--- src/verilog/decode_cfg.svh ---
// Tunable stall lengths and immediate width, included by the decode control block and its checks
`ifndef DECODE_CFG_SVH
`define DECODE_CFG_SVH

// ==================================================
// Multicycle stall lengths
// ==================================================

// Cycles the stage holds stall high after accepting a multiply
// Covers MUL, MULU, MULSU, MULI and MULUI
`define QD_MUL_STALL 3

// Cycles the stage holds stall high after accepting a divide or modulo
// The divider is iterative so this is the longer of the two
`define QD_DIV_STALL 8

// ==================================================
// Instruction format
// ==================================================

// Width of the immediate field in the register-immediate view
`define QD_IMM_BITS 15

`endif

--- src/verilog/decode_pkg.sv ---
// Shared types for the decode stage: instruction views, opcode and function codes, unit classes
`default_nettype none

package decode_pkg;

	// ==================================================
	// Encodings
	// ==================================================

	// Major opcode in the low seven bits of every instruction word
	typedef enum logic [6:0] {
		OP_R2     = 7'h02,
		OP_ADDI   = 7'h04,
		OP_ANDI   = 7'h08,
		OP_ORI    = 7'h09,
		OP_MULI   = 7'h0C,
		OP_MULUI  = 7'h0D,
		OP_DIVI   = 7'h10,
		OP_DIVUI  = 7'h11,
		OP_LOAD   = 7'h20,
		OP_STORE  = 7'h24,
		OP_BRANCH = 7'h28,
		OP_NOP    = 7'h7F
	} opcode_e;

	// Function code of a register-register operation
	// Multiply, divide and modulo codes sit in their own groups
	typedef enum logic [5:0] {
		FN_ADD   = 6'h04,
		FN_SUB   = 6'h05,
		FN_AND   = 6'h08,
		FN_OR    = 6'h09,
		FN_MUL   = 6'h10,
		FN_MULU  = 6'h11,
		FN_MULSU = 6'h12,
		FN_DIV   = 6'h18,
		FN_DIVU  = 6'h19,
		FN_DIVSU = 6'h1A,
		FN_MOD   = 6'h1C,
		FN_MODU  = 6'h1D,
		FN_MODSU = 6'h1E
	} func_e;

	// Functional unit that will execute the instruction
	typedef enum logic [2:0] {
		UNIT_ALU    = 3'd0,
		UNIT_MUL    = 3'd1,
		UNIT_DIV    = 3'd2,
		UNIT_MEM    = 3'd3,
		UNIT_BRANCH = 3'd4,
		UNIT_NOP    = 3'd5
	} unitClass_e;

	// ==================================================
	// Instruction word views
	// ==================================================

	// Opcode only, used to pick which of the other views applies
	typedef struct packed {
		logic [24:0] rest;
		opcode_e     opcode;
	} anyView_t;

	// Register-register format
	typedef struct packed {
		logic [3:0] spare;
		func_e      func;
		logic [4:0] rs2;
		logic [4:0] rs1;
		logic [4:0] rd;
		opcode_e    opcode;
	} r2View_t;

	// Register-immediate format
	// The low bits of imm overlap rs2 of the r2 view
	typedef struct packed {
		logic [14:0] imm;
		logic [4:0]  rs1;
		logic [4:0]  rd;
		opcode_e     opcode;
	} riView_t;

	typedef union packed {
		anyView_t any;
		r2View_t  r2;
		riView_t  ri;
	} instruction_t;

	// ==================================================
	// Decoded results
	// ==================================================

	// Register specifiers with their use flags, unused specifiers read as zero
	typedef struct packed {
		logic [4:0] rd;
		logic [4:0] rs1;
		logic [4:0] rs2;
		logic       readsRs1;
		logic       readsRs2;
		logic       writesRd;
	} regFields_t;

	// Everything the execute side needs from one instruction
	typedef struct packed {
		regFields_t  fields;
		logic [31:0] imm;
		unitClass_e  unit;
		logic        multicycle;
		opcode_e     opcode;
	} decodeBundle_t;

endpackage

`default_nettype wire
--- src/verilog/decodeControl.sv ---
// Accepts instructions, registers the decoded bundle, classifies the unit and times multicycle stalls
`timescale 1ns/1ps
`default_nettype none

`include "decode_cfg.svh"

module decodeControl (
	input  logic                      clk,
	input  logic                      rstN,
	input  decode_pkg::instruction_t  instr,
	input  logic                      instrValid,
	input  logic                      multicycle,
	input  decode_pkg::regFields_t    fields,
	input  logic [31:0]               imm,
	output decode_pkg::decodeBundle_t decoded,
	output logic                      decodedValid,
	output logic                      stall
);

	import decode_pkg::*;

	// Counter must hold the longer of the two stall lengths
	localparam int stallMax = (`QD_MUL_STALL > `QD_DIV_STALL) ? `QD_MUL_STALL : `QD_DIV_STALL;
	localparam int cntBits  = $clog2(stallMax + 1);

	logic               accept;
	unitClass_e         unit;
	logic [cntBits-1:0] stallLoad;
	logic [cntBits-1:0] stallCnt;

	// ==================================================
	// Unit classification
	// ==================================================

	function automatic unitClass_e fnUnit(input instruction_t ir);
		unitClass_e u;
		u = UNIT_NOP;
		case (ir.any.opcode)
			OP_R2:
			begin
				case (ir.r2.func)
					FN_ADD, FN_SUB, FN_AND, FN_OR:
						u = UNIT_ALU;
					FN_MUL, FN_MULU, FN_MULSU:
						u = UNIT_MUL;
					FN_DIV, FN_DIVU, FN_DIVSU, FN_MOD, FN_MODU, FN_MODSU:
						u = UNIT_DIV;
					default:
						u = UNIT_NOP;
				endcase
			end
			OP_ADDI, OP_ANDI, OP_ORI:
				u = UNIT_ALU;
			OP_MULI, OP_MULUI:
				u = UNIT_MUL;
			OP_DIVI, OP_DIVUI:
				u = UNIT_DIV;
			OP_LOAD, OP_STORE:
				u = UNIT_MEM;
			OP_BRANCH:
				u = UNIT_BRANCH;
			// NOP and anything not recognised
			default:
				u = UNIT_NOP;
		endcase
		return u;
	endfunction

	assign unit = fnUnit(instr);

	// Stall length depends on which multicycle unit is busy
	always_comb
	begin
		case (unit)
			UNIT_MUL: stallLoad = cntBits'(`QD_MUL_STALL);
			UNIT_DIV: stallLoad = cntBits'(`QD_DIV_STALL);
			default:  stallLoad = '0;
		endcase
	end

	// ==================================================
	// Acceptance and stall timing
	// ==================================================

	// Upstream holds the word while stall is up, so instrValid is ignored then
	assign accept = instrValid && !stall;
	assign stall  = (stallCnt != '0);

	always_ff @(posedge clk)
	begin
		if (!rstN)
		begin
			decodedValid <= 1'b0;
			stallCnt     <= '0;
		end
		else
		begin
			// One-cycle pulse in the cycle after acceptance
			decodedValid <= accept;
			if (accept && multicycle)
				stallCnt <= stallLoad;
			else if (stall)
				stallCnt <= stallCnt - 1'b1;
		end
	end

	// Bundle is only captured on acceptance and read under decodedValid
	always_ff @(posedge clk)
	begin
		if (accept)
		begin
			decoded.fields     <= fields;
			decoded.imm        <= imm;
			decoded.unit       <= unit;
			decoded.multicycle <= multicycle;
			decoded.opcode     <= instr.any.opcode;
		end
	end

endmodule

`default_nettype wire

--- src/verilog/decodeImmediate.sv ---
// Sign- or zero-extends the register-immediate field to 32 bits according to opcode
`timescale 1ns/1ps
`default_nettype none

module decodeImmediate (
	input  decode_pkg::instruction_t instr,
	output logic [31:0]              imm
);

	import decode_pkg::*;

	logic [31:0] immZero;
	logic [31:0] immSign;

	// Both extensions of the raw field, the opcode picks one below
	assign immZero = 32'(instr.ri.imm);
	assign immSign = 32'($signed(instr.ri.imm));

	always_comb
	begin
		case (instr.any.opcode)
			// Logical and unsigned arithmetic take the field as unsigned
			OP_ANDI, OP_ORI, OP_MULUI, OP_DIVUI:
				imm = immZero;
			// Signed arithmetic and address offsets
			OP_ADDI, OP_MULI, OP_DIVI:
				imm = immSign;
			OP_LOAD, OP_STORE, OP_BRANCH:
				imm = immSign;
			// R2, NOP and unknown opcodes carry no immediate
			default:
				imm = 32'd0;
		endcase
	end

endmodule

`default_nettype wire

--- src/verilog/decodeMulticycle.sv ---
// Flags instructions that occupy the multicycle multiply and divide unit, purely combinational
`timescale 1ns/1ps
`default_nettype none

module decodeMulticycle (
	input  decode_pkg::instruction_t instr,
	output logic                     multicycle
);

	import decode_pkg::*;

	// True for every operation the iterative unit executes
	function automatic logic fnIsMulticycle(input instruction_t ir);
		logic isMc;
		isMc = 1'b0;
		case (ir.any.opcode)
			OP_R2:
			begin
				// Only the multiply, divide and modulo function codes
				case (ir.r2.func)
					FN_MUL, FN_MULU, FN_MULSU,
					FN_DIV, FN_DIVU, FN_DIVSU,
					FN_MOD, FN_MODU, FN_MODSU:
						isMc = 1'b1;
					default:
						isMc = 1'b0;
				endcase
			end
			// Immediate forms of multiply
			OP_MULI, OP_MULUI:
				isMc = 1'b1;
			// Immediate forms of divide
			OP_DIVI, OP_DIVUI:
				isMc = 1'b1;
			default:
				isMc = 1'b0;
		endcase
		return isMc;
	endfunction

	assign multicycle = fnIsMulticycle(instr);

endmodule

`default_nettype wire

--- src/verilog/decodeRegFields.sv ---
// Extracts register specifiers and read and write flags from an instruction word
`timescale 1ns/1ps
`default_nettype none

module decodeRegFields (
	input  decode_pkg::instruction_t instr,
	output decode_pkg::regFields_t   fields
);

	import decode_pkg::*;

	logic readsRs1;
	logic readsRs2;
	logic wantsRd;

	// Which operands each format touches
	always_comb
	begin
		readsRs1 = 1'b0;
		readsRs2 = 1'b0;
		wantsRd  = 1'b0;
		case (instr.any.opcode)
			// Register-register reads both sources
			OP_R2:
			begin
				readsRs1 = 1'b1;
				readsRs2 = 1'b1;
				wantsRd  = 1'b1;
			end
			// Immediate and load forms read rs1 only
			OP_ADDI, OP_ANDI, OP_ORI,
			OP_MULI, OP_MULUI, OP_DIVI, OP_DIVUI,
			OP_LOAD:
			begin
				readsRs1 = 1'b1;
				wantsRd  = 1'b1;
			end
			// Store data and branch compare need a second source and no result
			OP_STORE, OP_BRANCH:
			begin
				readsRs1 = 1'b1;
				readsRs2 = 1'b1;
			end
			// NOP and unknown opcodes touch nothing
			default:
			begin
				readsRs1 = 1'b0;
			end
		endcase
	end

	// rd and rs1 sit in the same place in both views
	// rs2 is always taken from the r2 position
	assign fields.rd       = wantsRd ? instr.r2.rd : 5'd0;
	assign fields.rs1      = readsRs1 ? instr.r2.rs1 : 5'd0;
	assign fields.rs2      = readsRs2 ? instr.r2.rs2 : 5'd0;
	assign fields.readsRs1 = readsRs1;
	assign fields.readsRs2 = readsRs2;
	// Register 0 is hardwired so a write to it is dropped here
	assign fields.writesRd = wantsRd && (instr.r2.rd != 5'd0);

endmodule

`default_nettype wire

--- src/verilog/decodeStage.sv ---
// Top level of the decode stage, joins the combinational decoders to the control block
`timescale 1ns/1ps
`default_nettype none

module decodeStage (
	input  logic                      clk,
	input  logic                      rstN,
	input  decode_pkg::instruction_t  instr,
	input  logic                      instrValid,
	output decode_pkg::decodeBundle_t decoded,
	output logic                      decodedValid,
	output logic                      stall
);

	import decode_pkg::*;

	logic        isMulticycle;
	regFields_t  regFields;
	logic [31:0] immValue;

	// ==================================================
	// Zero-latency datapath decoders
	// ==================================================

	decodeMulticycle uMulticycle (
		.instr      (instr),
		.multicycle (isMulticycle)
	);

	decodeRegFields uRegFields (
		.instr  (instr),
		.fields (regFields)
	);

	decodeImmediate uImmediate (
		.instr (instr),
		.imm   (immValue)
	);

	// ==================================================
	// Registers, acceptance and stall
	// ==================================================

	decodeControl uControl (
		.clk          (clk),
		.rstN         (rstN),
		.instr        (instr),
		.instrValid   (instrValid),
		.multicycle   (isMulticycle),
		.fields       (regFields),
		.imm          (immValue),
		.decoded      (decoded),
		.decodedValid (decodedValid),
		.stall        (stall)
	);

endmodule

`default_nettype wire

--- config.mk ---
export PLATFORM = sky130hd
export DESIGN_NAME = decodeStage
export DESIGN_NICKNAME = d
export VERILOG_FILES = /design/src/verilog/decode_pkg.sv /design/src/verilog/decodeControl.sv /design/src/verilog/decodeImmediate.sv /design/src/verilog/decodeMulticycle.sv /design/src/verilog/decodeRegFields.sv /design/src/verilog/decodeStage.sv
export VERILOG_INCLUDE_DIRS = /design/src /design/src/verilog
export SDC_FILE = /design/constraint.sdc
export NUM_CORES = 1
export LEC_CHECK = 0
export BUFFER_PORTS_ARGS = -buffer_cell sky130_fd_sc_hd__buf_2
export CAP_MARGIN = 20
export CORE_MARGIN = 2
export CORE_UTILIZATION = 52
export DETAILED_ROUTE_END_ITERATION = 7
export MAX_ROUTING_LAYER = met4
export PLACE_DENSITY = 0.81
export SKIP_LAST_GASP = 1
export SLEW_MARGIN = 20
export SYNTH_ARGS = -nofsm -noshare
export SYNTH_HDL_FRONTEND = slang
export SYNTH_HIERARCHICAL = 1
export SYNTH_SLANG_ARGS = --single-unit
--- constraint.sdc ---
create_clock -name clk -period 3.04 [get_ports clk]
set_input_delay 0.608 -clock clk [delete_from_list [all_inputs] [get_ports clk]]
set_output_delay 0.608 -clock clk [all_outputs]
set_load 0.01 [all_outputs]
# After elaboration in Yosys (flattened, before gate mapping)
# Memories as Yosys holds them, arrays and structs flattened.
# Index checks and enable logic that the tools add are counted.
[op_classes]
n_addsub = 1
eq_ne = 13
mux = 11
reduce_logical = 17
[op_table]
columns = ["operator", "n"]
rows = [
  ["32-bit one-hot mux with 2 select lines", 1],
  ["7-bit by 4-bit equality test with 1-bit output (second input constant)", 4],
  ["7-bit by 6-bit equality test with 1-bit output (second input constant)", 3],
  ["3-bit one-hot mux with 6 select lines", 1],
  ["7-bit by 5-bit equality test with 1-bit output (second input constant)", 2],
  ["11-bit OR reduction", 1],
  ["9-bit OR reduction", 1],
  ["4-bit two-way mux", 2],
  ["4-bit one-hot mux with 2 select lines", 1],
  ["4-bit OR reduction", 2],
  ["7-bit by 2-bit equality test with 1-bit output (second input constant)", 1],
  ["7-bit by 3-bit equality test with 1-bit output (second input constant)", 1],
  ["2-bit OR reduction", 3],
  ["3-bit OR reduction", 2],
  ["6-bit OR reduction", 1],
  ["5-bit nonzero test", 1],
  ["1-bit two-way mux", 4],
  ["4-bit nonzero test", 1],
  ["4-bit by 1-bit subtractor with 4-bit output (second input constant)", 1],
  ["3-bit by 1-bit equality test with 1-bit output (second input constant)", 1],
  ["3-bit by 2-bit equality test with 1-bit output (second input constant)", 1],
  ["1-bit logical AND", 3],
  ["3-bit two-way mux", 1],
  ["1-bit one-hot mux with 2 select lines", 1],
  ["2 further kinds", 2],
]
[word_totals]
register_bits = 66
rom_bits = 128
in_bits = 35
out_inout_bits = 63
elab_cells = 56
mem_count = 2
[mem_list]
columns = ["memory", "depth", "width", "rd", "rd_clocked_by_memory_dff", "write_ports", "line_no", "source"]
rows = [
  ["(name not given)", 32, 3, 1, 0, 0, "decodeControl.sv:41", "case (ir.r2.func)"],
  ["(name not given)", 32, 1, 1, 0, 0, "decodeMulticycle.sv:20", "case (ir.r2.func)"],
]

# Logic depth before layout (Yosys ltp)
# Gate-level depths: netlist of run 1.
[depth]
depth_word = 6
mapped_depth = 8
depth_no_buf = 8

# Hierarchy
# The synthesis of run 1 kept the hierarchy.
[by_module_without_submodules]
columns = ["mod", "instances", "cells_per_inst", "area_each_um2", "seq_area_each_um2"]
rows = [
  ["decodeControl", 1, 120, 2312.2, 1931.9],
  ["decodeImmediate", 1, 78, 581.8, 0.0],
  ["decodeRegFields", 1, 39, 275.3, 0.0],
  ["decodeMulticycle", 1, 8, 68.8, 0.0],
]

# Worst setup path before layout of run 1
# OpenSTA, ideal clock, no wires.
[synth_path]
path_kind = "reg-to-reg"
startpoint = "register uControl.stallCnt[0]"
endpoint = "register uControl/decoded[0] (netlist name)"
setup_ns = 0.425
arrival_time_ns = 2.381
required_ns = 2.615
path_slack_ns = 0.234
path_stages_with_launch = 5
n_path_buf = 0
period_less_slack_ns = 2.806
cell_sequence = "dfxtp_1 > inv_1 > ha_1 > nor3b_1 > and2_1"
[synth_via]
elab_chain_cells = 3
[synth_lines]
columns = ["element", "line_no", "source"]
rows = [
  ["start, declared", "decodeControl.sv:29", "logic [cntBits-1:0] stallCnt;"],
  ["start signal, assigned", "decodeControl.sv:101", "stallCnt <= stallLoad;"],
  ["start signal, assigned", "decodeControl.sv:103", "stallCnt <= stallCnt - 1'b1;"],
  ["4-bit nonzero test", "decodeControl.sv:87", "assign stall = (stallCnt != '0);"],
  ["1-bit logical NOT", "decodeControl.sv:86", "assign accept = instrValid && !stall;"],
  ["1-bit logical AND", "decodeControl.sv:86", ""],
  ["net uControl.accept", "decodeControl.sv:26", "logic accept;"],
]
# The timed path passes the listed nets, and every way through them passes these cells.
# A chain may end at the register's enable or synchronous reset.

# Worst setup path in the final report of run 1
[layout_path]
startpoint = "input instr[4] (netlist bit)"
endpoint = "register uControl.stallCnt[0]"
[layout_via]
elab_cells_between_ends = 24
classes_between = "eq/ne (13); mux (4); reduce/logical (7)"
[layout_lines]
columns = ["element", "line_no", "source"]
rows = [
  ["start, declared", "decodeStage.sv:8", "input decode_pkg::instruction_t instr,"],
  ["7-bit by 4-bit equality test with 1-bit output / 7-bit by 5-bit equality test with 1-bit output (equally long branches)", "decodeMulticycle.sv:16", "case (ir.any.opcode)"],
  ["4-bit OR reduction (no line)", "--", ""],
  ["1-bit one-hot mux with 2 select lines (*)", "decodeMulticycle.sv:16", ""],
  ["net isMulticycle", "decodeStage.sv:17", "logic isMulticycle;"],
  ["1-bit logical AND (*)", "decodeControl.sv:100", "if (accept && multicycle)"],
  ["4-bit two-way mux / 2-bit nonzero test (equally long branches)", "--", ""],
]
# Mark *: on every way through the listed nets, which the timed path passes. The rest lies on a longest branch.

==> results.json, run 1 <==
{
  "status": "completed",
  "cp-end-kind": "flip-flop",
  "syn_to_final_growth_pct": 19.01,
  "nFillCells": 487,
  "crit_end": "uControl/stallCnt[0]",
  "tightest_slew_ns": 0.6215,
  "ys_ff_latch": 66,
  "ir_worst_vdd_uv": 897.8,
  "htreeDepth": 3,
  "r2r-end": "uControl/stallCnt[0]",
  "cts_root_buf": "clkbuf_8",
  "fin_crit_sh": 0.7541,
  "grt_max_degree": 62,
  "regArea_sq_um": 1932,
  "drt-initial-drc-count": 207,
  "remaining_drc_errors": 0,
  "synth-edff-count": 61,
  "routed_wl_mm": 6.643,
  "hold_class": "input pin to flip-flop",
  "clock_path_buffers": 2,
  "slew_headroom": 0.5843,
  "hp-start": "instrValid",
  "boundaryPins": 98,
  "num_vias": 2336,
  "dp_slack_ns": 0.4044,
  "core_sq_um": 5956,
  "first_pass_iters": 5,
  "synth_compound_area_frac": 0.1468,
  "antenna_found_initial": 0,
  "cp.required_ns": 3.32,
  "timing.setup.tns_ns": 0,
  "setup_slack_ns": 0.7475,
  "post_drt_wl_per_cell_um": 16.20,
  "cts_hold_buf": 0,
  "dp_hpwl_mm": 4.445,
  "path_clk_slew_ns": 0.07,
  "cts_tree": "built",
  "design.die.area_sq_um": 6874,
  "fmax_mhz": 436.2,
  "place_congestion": 0.8212,
  "maxSlewViolCount": 0,
  "clock_sinks": 66,
  "die_h_um": 82.91,
  "initial_core_util": 0.5437,
  "synth_nets": 282,
  "drive_gt1_frac": 0.4030,
  "setup.worst_path.start_class": "input pin",
  "post-route-util": 0.6471,
  "grt-ovfl-total": 0,
  "std_cell_rows": 28,
  "r2r_slack_ns": 1.10,
  "cp.arrival_ns": 2.57,
  "grt_setup_unrepaired": "false",
  "p_total_uw": 2807,
  "viasPerCell": 5.698,
  "track_usage": 0.2100,
  "crit_start": "instr[4]",
  "clock_skew_ns": 0.004752,
  "synthXorXnorAreaFrac": 0.008114,
  "antenna_cells": 0,
  "synth_area_sq_um": 3238,
  "numCtsBuffers": 9,
  "synth_top_family_by_area": "simple AND/OR/NAND/NOR gates",
  "ys_warn_count": 6,
  "maxCapViolCount": 0,
  "setup_viol": 0,
  "io_buffer_count": 97,
  "multi_input_area_sq_um": 1087,
  "ys_types": 62,
  "synthFlopType": "edfxtp_1",
  "async_flop_share": 0,
  "cts_setup_buffers": 0,
  "clk_latency_ns": 0.34,
  "postSynthCellCount": 245,
  "reg2regPathDepth": 8,
  "synth-simple-area-share": 0.1727,
  "r2r_start": "uControl/stallCnt[0]",
  "ys_seq_area_frac": 0.5966,
  "synth_fa_ha_area_frac": 0.007728,
  "dieWidth_um": 82.91,
  "power.density_nw_per_um2": 728.4,
  "grt_pass1_wl_mm": 11.06,
  "crit_fanout": 16,
  "fin_crit_ns": 2.292,
  "hold_viol": 0,
  "critPathKind": "input pin to flip-flop",
  "postRouteAntennaNets": 0,
  "synth.area.mux_share": 0,
  "ctsResizeCount": 0,
  "syn_area_per_cell_sq_um": 13.22,
  "grt_pass1_vias": 2196,
  "p_leak_uw": 0.001476,
  "fin_nets": 367
}
## power breakdown
part | internal, uW | switching [uW]
clock network | 376 | 329
registers | 1290 | 67.1
logic | 271 | 472
## cell type report
cell class | count | area share
clock buffer | 9 | 0.03214
clock inverter | 7 | 0.01786
inverter | 6 | 0.007143
multi-input combinational | 147 | 0.2821
sequential | 66 | 0.5013
tap | 75 | 0.02435
timing repair buffer | 100 | 0.1351
## worst min-delay path by stage
stage / to / slack, ns / depth (start not counted)
after floorplan: uControl/stallCnt[1] / 0.50 / 2
after global placement: uControl/stallCnt[3] / 0.54 / 2
after detailed placement: uControl/stallCnt[3] / 0.55 / 2
after CTS: uControl/decodedValid / 0.52 / 2
after global routing: uControl/decodedValid / 0.51 / 2
final: uControl/decodedValid / 0.53 / 2
## cell families (layout without fill, tap and decap cells)
kind of cell / after synthesis / count (layout)
compound gates: 63 / 63
xor+xnor: 3 / 3
fa+ha+maj: 2 / 2
buf+inv: 32 / 122
flops: 66 / 66
simple gates: 79 / 79
## through the flow
| stage | cell area (sq um) | hold slack [ns] | cells |
|---|---|---|---|
| finish | 3854 | 0.5337 | 410 |
| global route | 3854 | 0.5117 | 410 |
| CTS | 3854 | 0.5159 | 410 |
| detailed placement | 3661 | 0.5461 | 394 |
| global placement | 3661 | 0.5380 | 394 |
| floorplan | 3238 | 0.5027 | 245 |
## layout by cell type, fill, tap and decap left out, types with 2 or more instances in the layout
| cell | instances |
|---|---|
| xor2_1 | 2 |
| a21boi_1 | 6 |
| o21ai_2 | 2 |
| and2_1 | 10 |
| nand3_1 | 2 |
| a21oi_1 | 4 |
| edfxtp_1 | 61 |
| inv_6 | 2 |
| inv_1 | 4 |
| or3_1 | 2 |
| nor2_1 | 3 |
| nand2b_1 | 3 |
| o21ai_1 | 15 |
| nand2_1 | 9 |
| nor3b_1 | 3 |
| ha_1 | 2 |
| nor2_2 | 2 |
| and3_1 | 3 |
| o21a_1 | 2 |
| o211ai_1 | 3 |
| nor4b_1 | 3 |
| dfxtp_1 | 5 |
| a41o_1 | 2 |
| nor2b_1 | 3 |
| clkbuf_8 | 9 |
| o2111ai_1 | 15 |
| buf_4 | 2 |
| buf_2 | 97 |
| nand3b_1 | 16 |
| and2b_1 | 2 |
| clkinv_2 | 2 |
| or4_1 | 3 |
## sequential cells by signal, indices dropped and copies added (netlist names)
signal and flops:
uControl/decodedValid 1, uControl/stallCnt 4, uControl/decoded 61
## Yosys cell counts (2+ instances only)
| library cell | instances | area (sq um) |
|---|---|---|
| edfxtp_1 | 61 | 1832 |
| buf_4 | 18 | 135.1 |
| nand3b_1 | 16 | 120.1 |
| o2111ai_1 | 15 | 131.4 |
| o21ai_1 | 15 | 75.07 |
| and2_1 | 11 | 68.82 |
| nand2_1 | 9 | 33.78 |
| a21boi_1 | 6 | 45.04 |
| dfxtp_1 | 5 | 100.1 |
| a21oi_1 | 4 | 20.02 |
| buf_2 | 4 | 20.02 |
| inv_1 | 4 | 15.01 |
| and3_1 | 3 | 18.77 |
| buf_6 | 3 | 33.78 |
| nand2b_1 | 3 | 18.77 |
| nor2_1 | 3 | 11.26 |
| nor2b_1 | 3 | 18.77 |
| nor3b_1 | 3 | 22.52 |
| nor4b_1 | 3 | 26.28 |
| o211ai_1 | 3 | 22.52 |
| or4_1 | 3 | 22.52 |
| a41o_1 | 2 | 20.02 |
| and2b_1 | 2 | 15.01 |
| ha_1 | 2 | 25.02 |
| nand3_1 | 2 | 10.01 |
| nor2_2 | 2 | 12.51 |
| o21a_1 | 2 | 15.01 |
| o21ai_2 | 2 | 17.52 |
| or3_1 | 2 | 12.51 |
| xor2_1 | 2 | 17.52 |
## critical path, stage by stage
cell,delay [ns]
buf_2,0.23
or3b_1,0.40
a2111oi_2,0.39
a41o_1,0.17
nand2_1,0.08
nor2_2,0.13
nand2_1,0.07
or3b_4,0.38
o21ai_2,0.11
## per-layer routing
layer	share of wire	global-route usage	wire (um)	up-vias
li1	-	-	-	1114
met1	0.43	0.2782	2844	1094
met2	0.46	0.3028	3068	120
met3	0.097	0.07654	646	8
met4	0.012	0.06855	83	0
met5	0	-	0	-
Power figures use the tool's default switching activity.
==> run 2, diff against run 1 <==
--- a/config.mk
+++ b/config.mk
@@ -6,13 +6,14 @@
 export SDC_FILE = /design/constraint.sdc
 export NUM_CORES = 1
 export LEC_CHECK = 0
+export ABC_AREA = 1
 export BUFFER_PORTS_ARGS = -buffer_cell sky130_fd_sc_hd__buf_2
 export CAP_MARGIN = 20
 export CORE_MARGIN = 2
 export CORE_UTILIZATION = 52
 export DETAILED_ROUTE_END_ITERATION = 7
 export MAX_ROUTING_LAYER = met4
-export PLACE_DENSITY = 0.81
+export PLACE_DENSITY = 0.8
 export SKIP_LAST_GASP = 1
 export SLEW_MARGIN = 20
 export SYNTH_ARGS = -nofsm -noshare
==> constraint.sdc (replaced) <==
create_clock -name clk -period 2.3 [get_ports clk]
set_input_delay 0.46 -clock clk [delete_from_list [all_inputs] [get_ports clk]]
set_output_delay 0.46 -clock clk [all_outputs]
set_load 0.01 [all_outputs]
==> results.json, run 2 <==
{
  "grt-ovfl-total": 0,
  "setup.worst_path.start_class": "flip-flop",
  "top_register": "uControl/decoded",
  "antenna_cells": 0,
  "post_drt_wl_per_cell_um": 12.59,
  "grt_max_degree": 36,
  "yosys.area.top_type": "edfxtp_1",
  "setup_viol": 0,
  "dp_hpwl_mm": 4.550,
  "syn_to_final_growth_pct": 20.41,
  "largest_register_ffs": 61,
  "routed_wl_mm": 6.445,
  "top_layer_used": "met4",
  "htreeDepth": 3,
  "ir_worst_vdd_uv": 543.5,
  "placed_cell_area_sq_um": 3741,
  "num_vias": 2528,
  "cts_hold_buf": 0,
  "syn_area_per_cell_sq_um": 9.672,
  "fin_crit_sh": 0.7663,
  "drt-initial-drc-count": 164,
  "post-route-util": 0.6363,
  "mostFrequentLayoutCells": "buf_2, nand2_1, edfxtp_1",
  "r2r-end": "uControl/decoded[54]",
  "postRouteAntennaNets": 0,
  "synth_top_family_by_area": "simple AND/OR/NAND/NOR gates",
  "first_pass_iters": 5,
  "wl_met2_mm": 3.278,
  "fmax_mhz": 567.4,
  "synth-simple-area-share": 0.2747,
  "synth_fa_ha_area_frac": 0.007587,
  "std_cell_rows": 29,
  "io_buffer_count": 97,
  "ctsResizeCount": 0,
  "path_clk_slew_ns": 0.07,
  "synth_compound_area_frac": 0.01290,
  "grt_pass1_wl_mm": 10.56,
  "ys_warn_count": 6,
  "maxSlewViolCount": 0,
  "clock_skew_ns": 0.004002,
  "timing.setup.tns_ns": 0,
  "cp.arrival_ns": 1.75,
  "boundaryPins": 98,
  "synthFlopType": "edfxtp_1",
  "hp-start": "rstN",
  "status": "completed",
  "viasPerCell": 4.938,
  "crit_fanout": 35,
  "postSynthCellCount": 341,
  "grt_setup_unrepaired": "false",
  "p_leak_uw": 0.001922,
  "worstHoldEndpoint": "uControl/stallCnt[3]",
  "track_usage": 0.1959,
  "core_sq_um": 6241,
  "fin_nets": 468,
  "clock_path_buffers": 2,
  "remaining_drc_errors": 0,
  "hold_class": "input pin to flip-flop",
  "tightest_slew_ns": 0.6798,
  "die_h_um": 83.64,
  "stdcell_count": 512,
  "synth_top_area_share": 0.5554,
  "cp.required_ns": 2.29,
  "slew_headroom": 0.5468,
  "r2r_start": "uControl/stallCnt[0]",
  "reg2regPathDepth": 7,
  "hold_viol": 0,
  "reg.largest.list": "uControl/decoded: 61 flops, uControl/stallCnt: 4 flops, uControl/decodedValid: 1 flops",
  "p_total_uw": 3845,
  "synth-edff-count": 61,
  "synth_nets": 378,
  "dr_wl_met3_um": 492,
  "synth_area_leaders": "edfxtp_1, nand2_1, nand3_1",
  "dieWidth_um": 83.64,
  "nFillCells": 521,
  "design.die.area_sq_um": 6996,
  "multi_input_area_sq_um": 991.0,
  "synth.area.mux_share": 0,
  "cts_tree": "built",
  "clk_latency_ns": 0.33,
  "cts_setup_buffers": 0,
  "yosysMostFrequentCell": "nand2_1",
  "r2r_slack_ns": 0.54,
  "synth_area_sq_um": 3298,
  "antenna_found_initial": 0,
  "dp.cells": 497,
  "ys_types": 23,
  "numCtsBuffers": 9,
  "grt_pass1_vias": 2363,
  "cts_root_buf": "clkbuf_8",
  "synthXorXnorAreaFrac": 0.005311,
  "drive_gt1_frac": 0.3471,
  "cp-end-kind": "flip-flop",
  "m1WireLength_mm": 2.604,
  "ys_seq_area_frac": 0.5857,
  "ys_ff_latch": 66,
  "fin_crit_ns": 1.762,
  "maxCapViolCount": 0,
  "regArea_sq_um": 1932,
  "holdPathStages": 3,
  "power.density_nw_per_um2": 968.1,
  "place_congestion": 0.8177,
  "initial_core_util": 0.5285,
  "clock_sinks": 66,
  "critPathKind": "flip-flop to flip-flop",
  "final_common_cell": "buf_2",
  "ys_top_cells_by_count": "nand2_1, edfxtp_1, inv_1",
  "async_flop_share": 0,
  "stdcell_area_sq_um": 3971
}
==> run 2: logic make-up after synthesis <==
kind of cell / after synthesis
AOI/OAI and AO/OA: 7
adders and majority gates: 2
xor gates and xnor gates: 2
DFF: 66
buffers and inverters: 76
and+or+nand+nor: 188
==> run 2: worst max-delay path, stage by stage (launching register included) <==
cell        delay, ns
dfxtp_1          0.32
inv_1            0.10
ha_1             0.20
nand3_4          0.10
inv_2            0.09
nand2_1          0.12
clkinvlp_4       0.10
buf_4            0.37
==> run 2: final cells by class <==
cell class,count,share of cell area
Multi-Input combinational cell,199,0.2495
Clock buffer,9,0.03119
Timing Repair Buffer,101,0.1298
Inverter,54,0.05198
Sequential cell,66,0.4865
Clock inverter,6,0.02678
Tap cell,77,0.02426
==> run 2: how the worst max path moves through the flow <==
| stage | from | end | slack, ns | cells after the start |
|---|---|---|---|---|
| floorplan | uControl/stallCnt[0] | uControl/decoded[0] | 0.11 | 6 |
| CTS | uControl/stallCnt[0] | uControl/decoded[54] | 0.52 | 7 |
| global route | uControl/stallCnt[0] | uControl/decoded[52] | 0.41 | 7 |
| detailed placement | instr[3] | uControl/stallCnt[0] | 0.52 | 12 |
| finish | uControl/stallCnt[0] | uControl/decoded[54] | 0.54 | 7 |
| global placement | uControl/stallCnt[0] | uControl/decoded[28] | 0.57 | 7 |
==> run 2: routing by layer <==
metal  global-route usage  up-vias
li1                     -     1271
met1               0.2342     1149
met2               0.3135      102
met3              0.05638        6
met4              0.08065        0
met5                    -        -
==> run 2: through the flow <==
stage               worst slack (ns)  hold slack, ns
floorplan                     0.1135          0.4901
global placement              0.5691          0.5114
detailed placement            0.5177          0.5295
CTS                           0.5155          0.3688
global route                  0.4133          0.3726
finish                        0.5376          0.3821
==> run 2: power breakdown <==
part           internal (uW)  total, uW  leakage, uW  switching (uW)
clock network            708       1140     0.000114             427
logic                    334        945      0.00119             611
registers               1690       1760     0.000619            76.4
total                   2730       3840      0.00192            1110
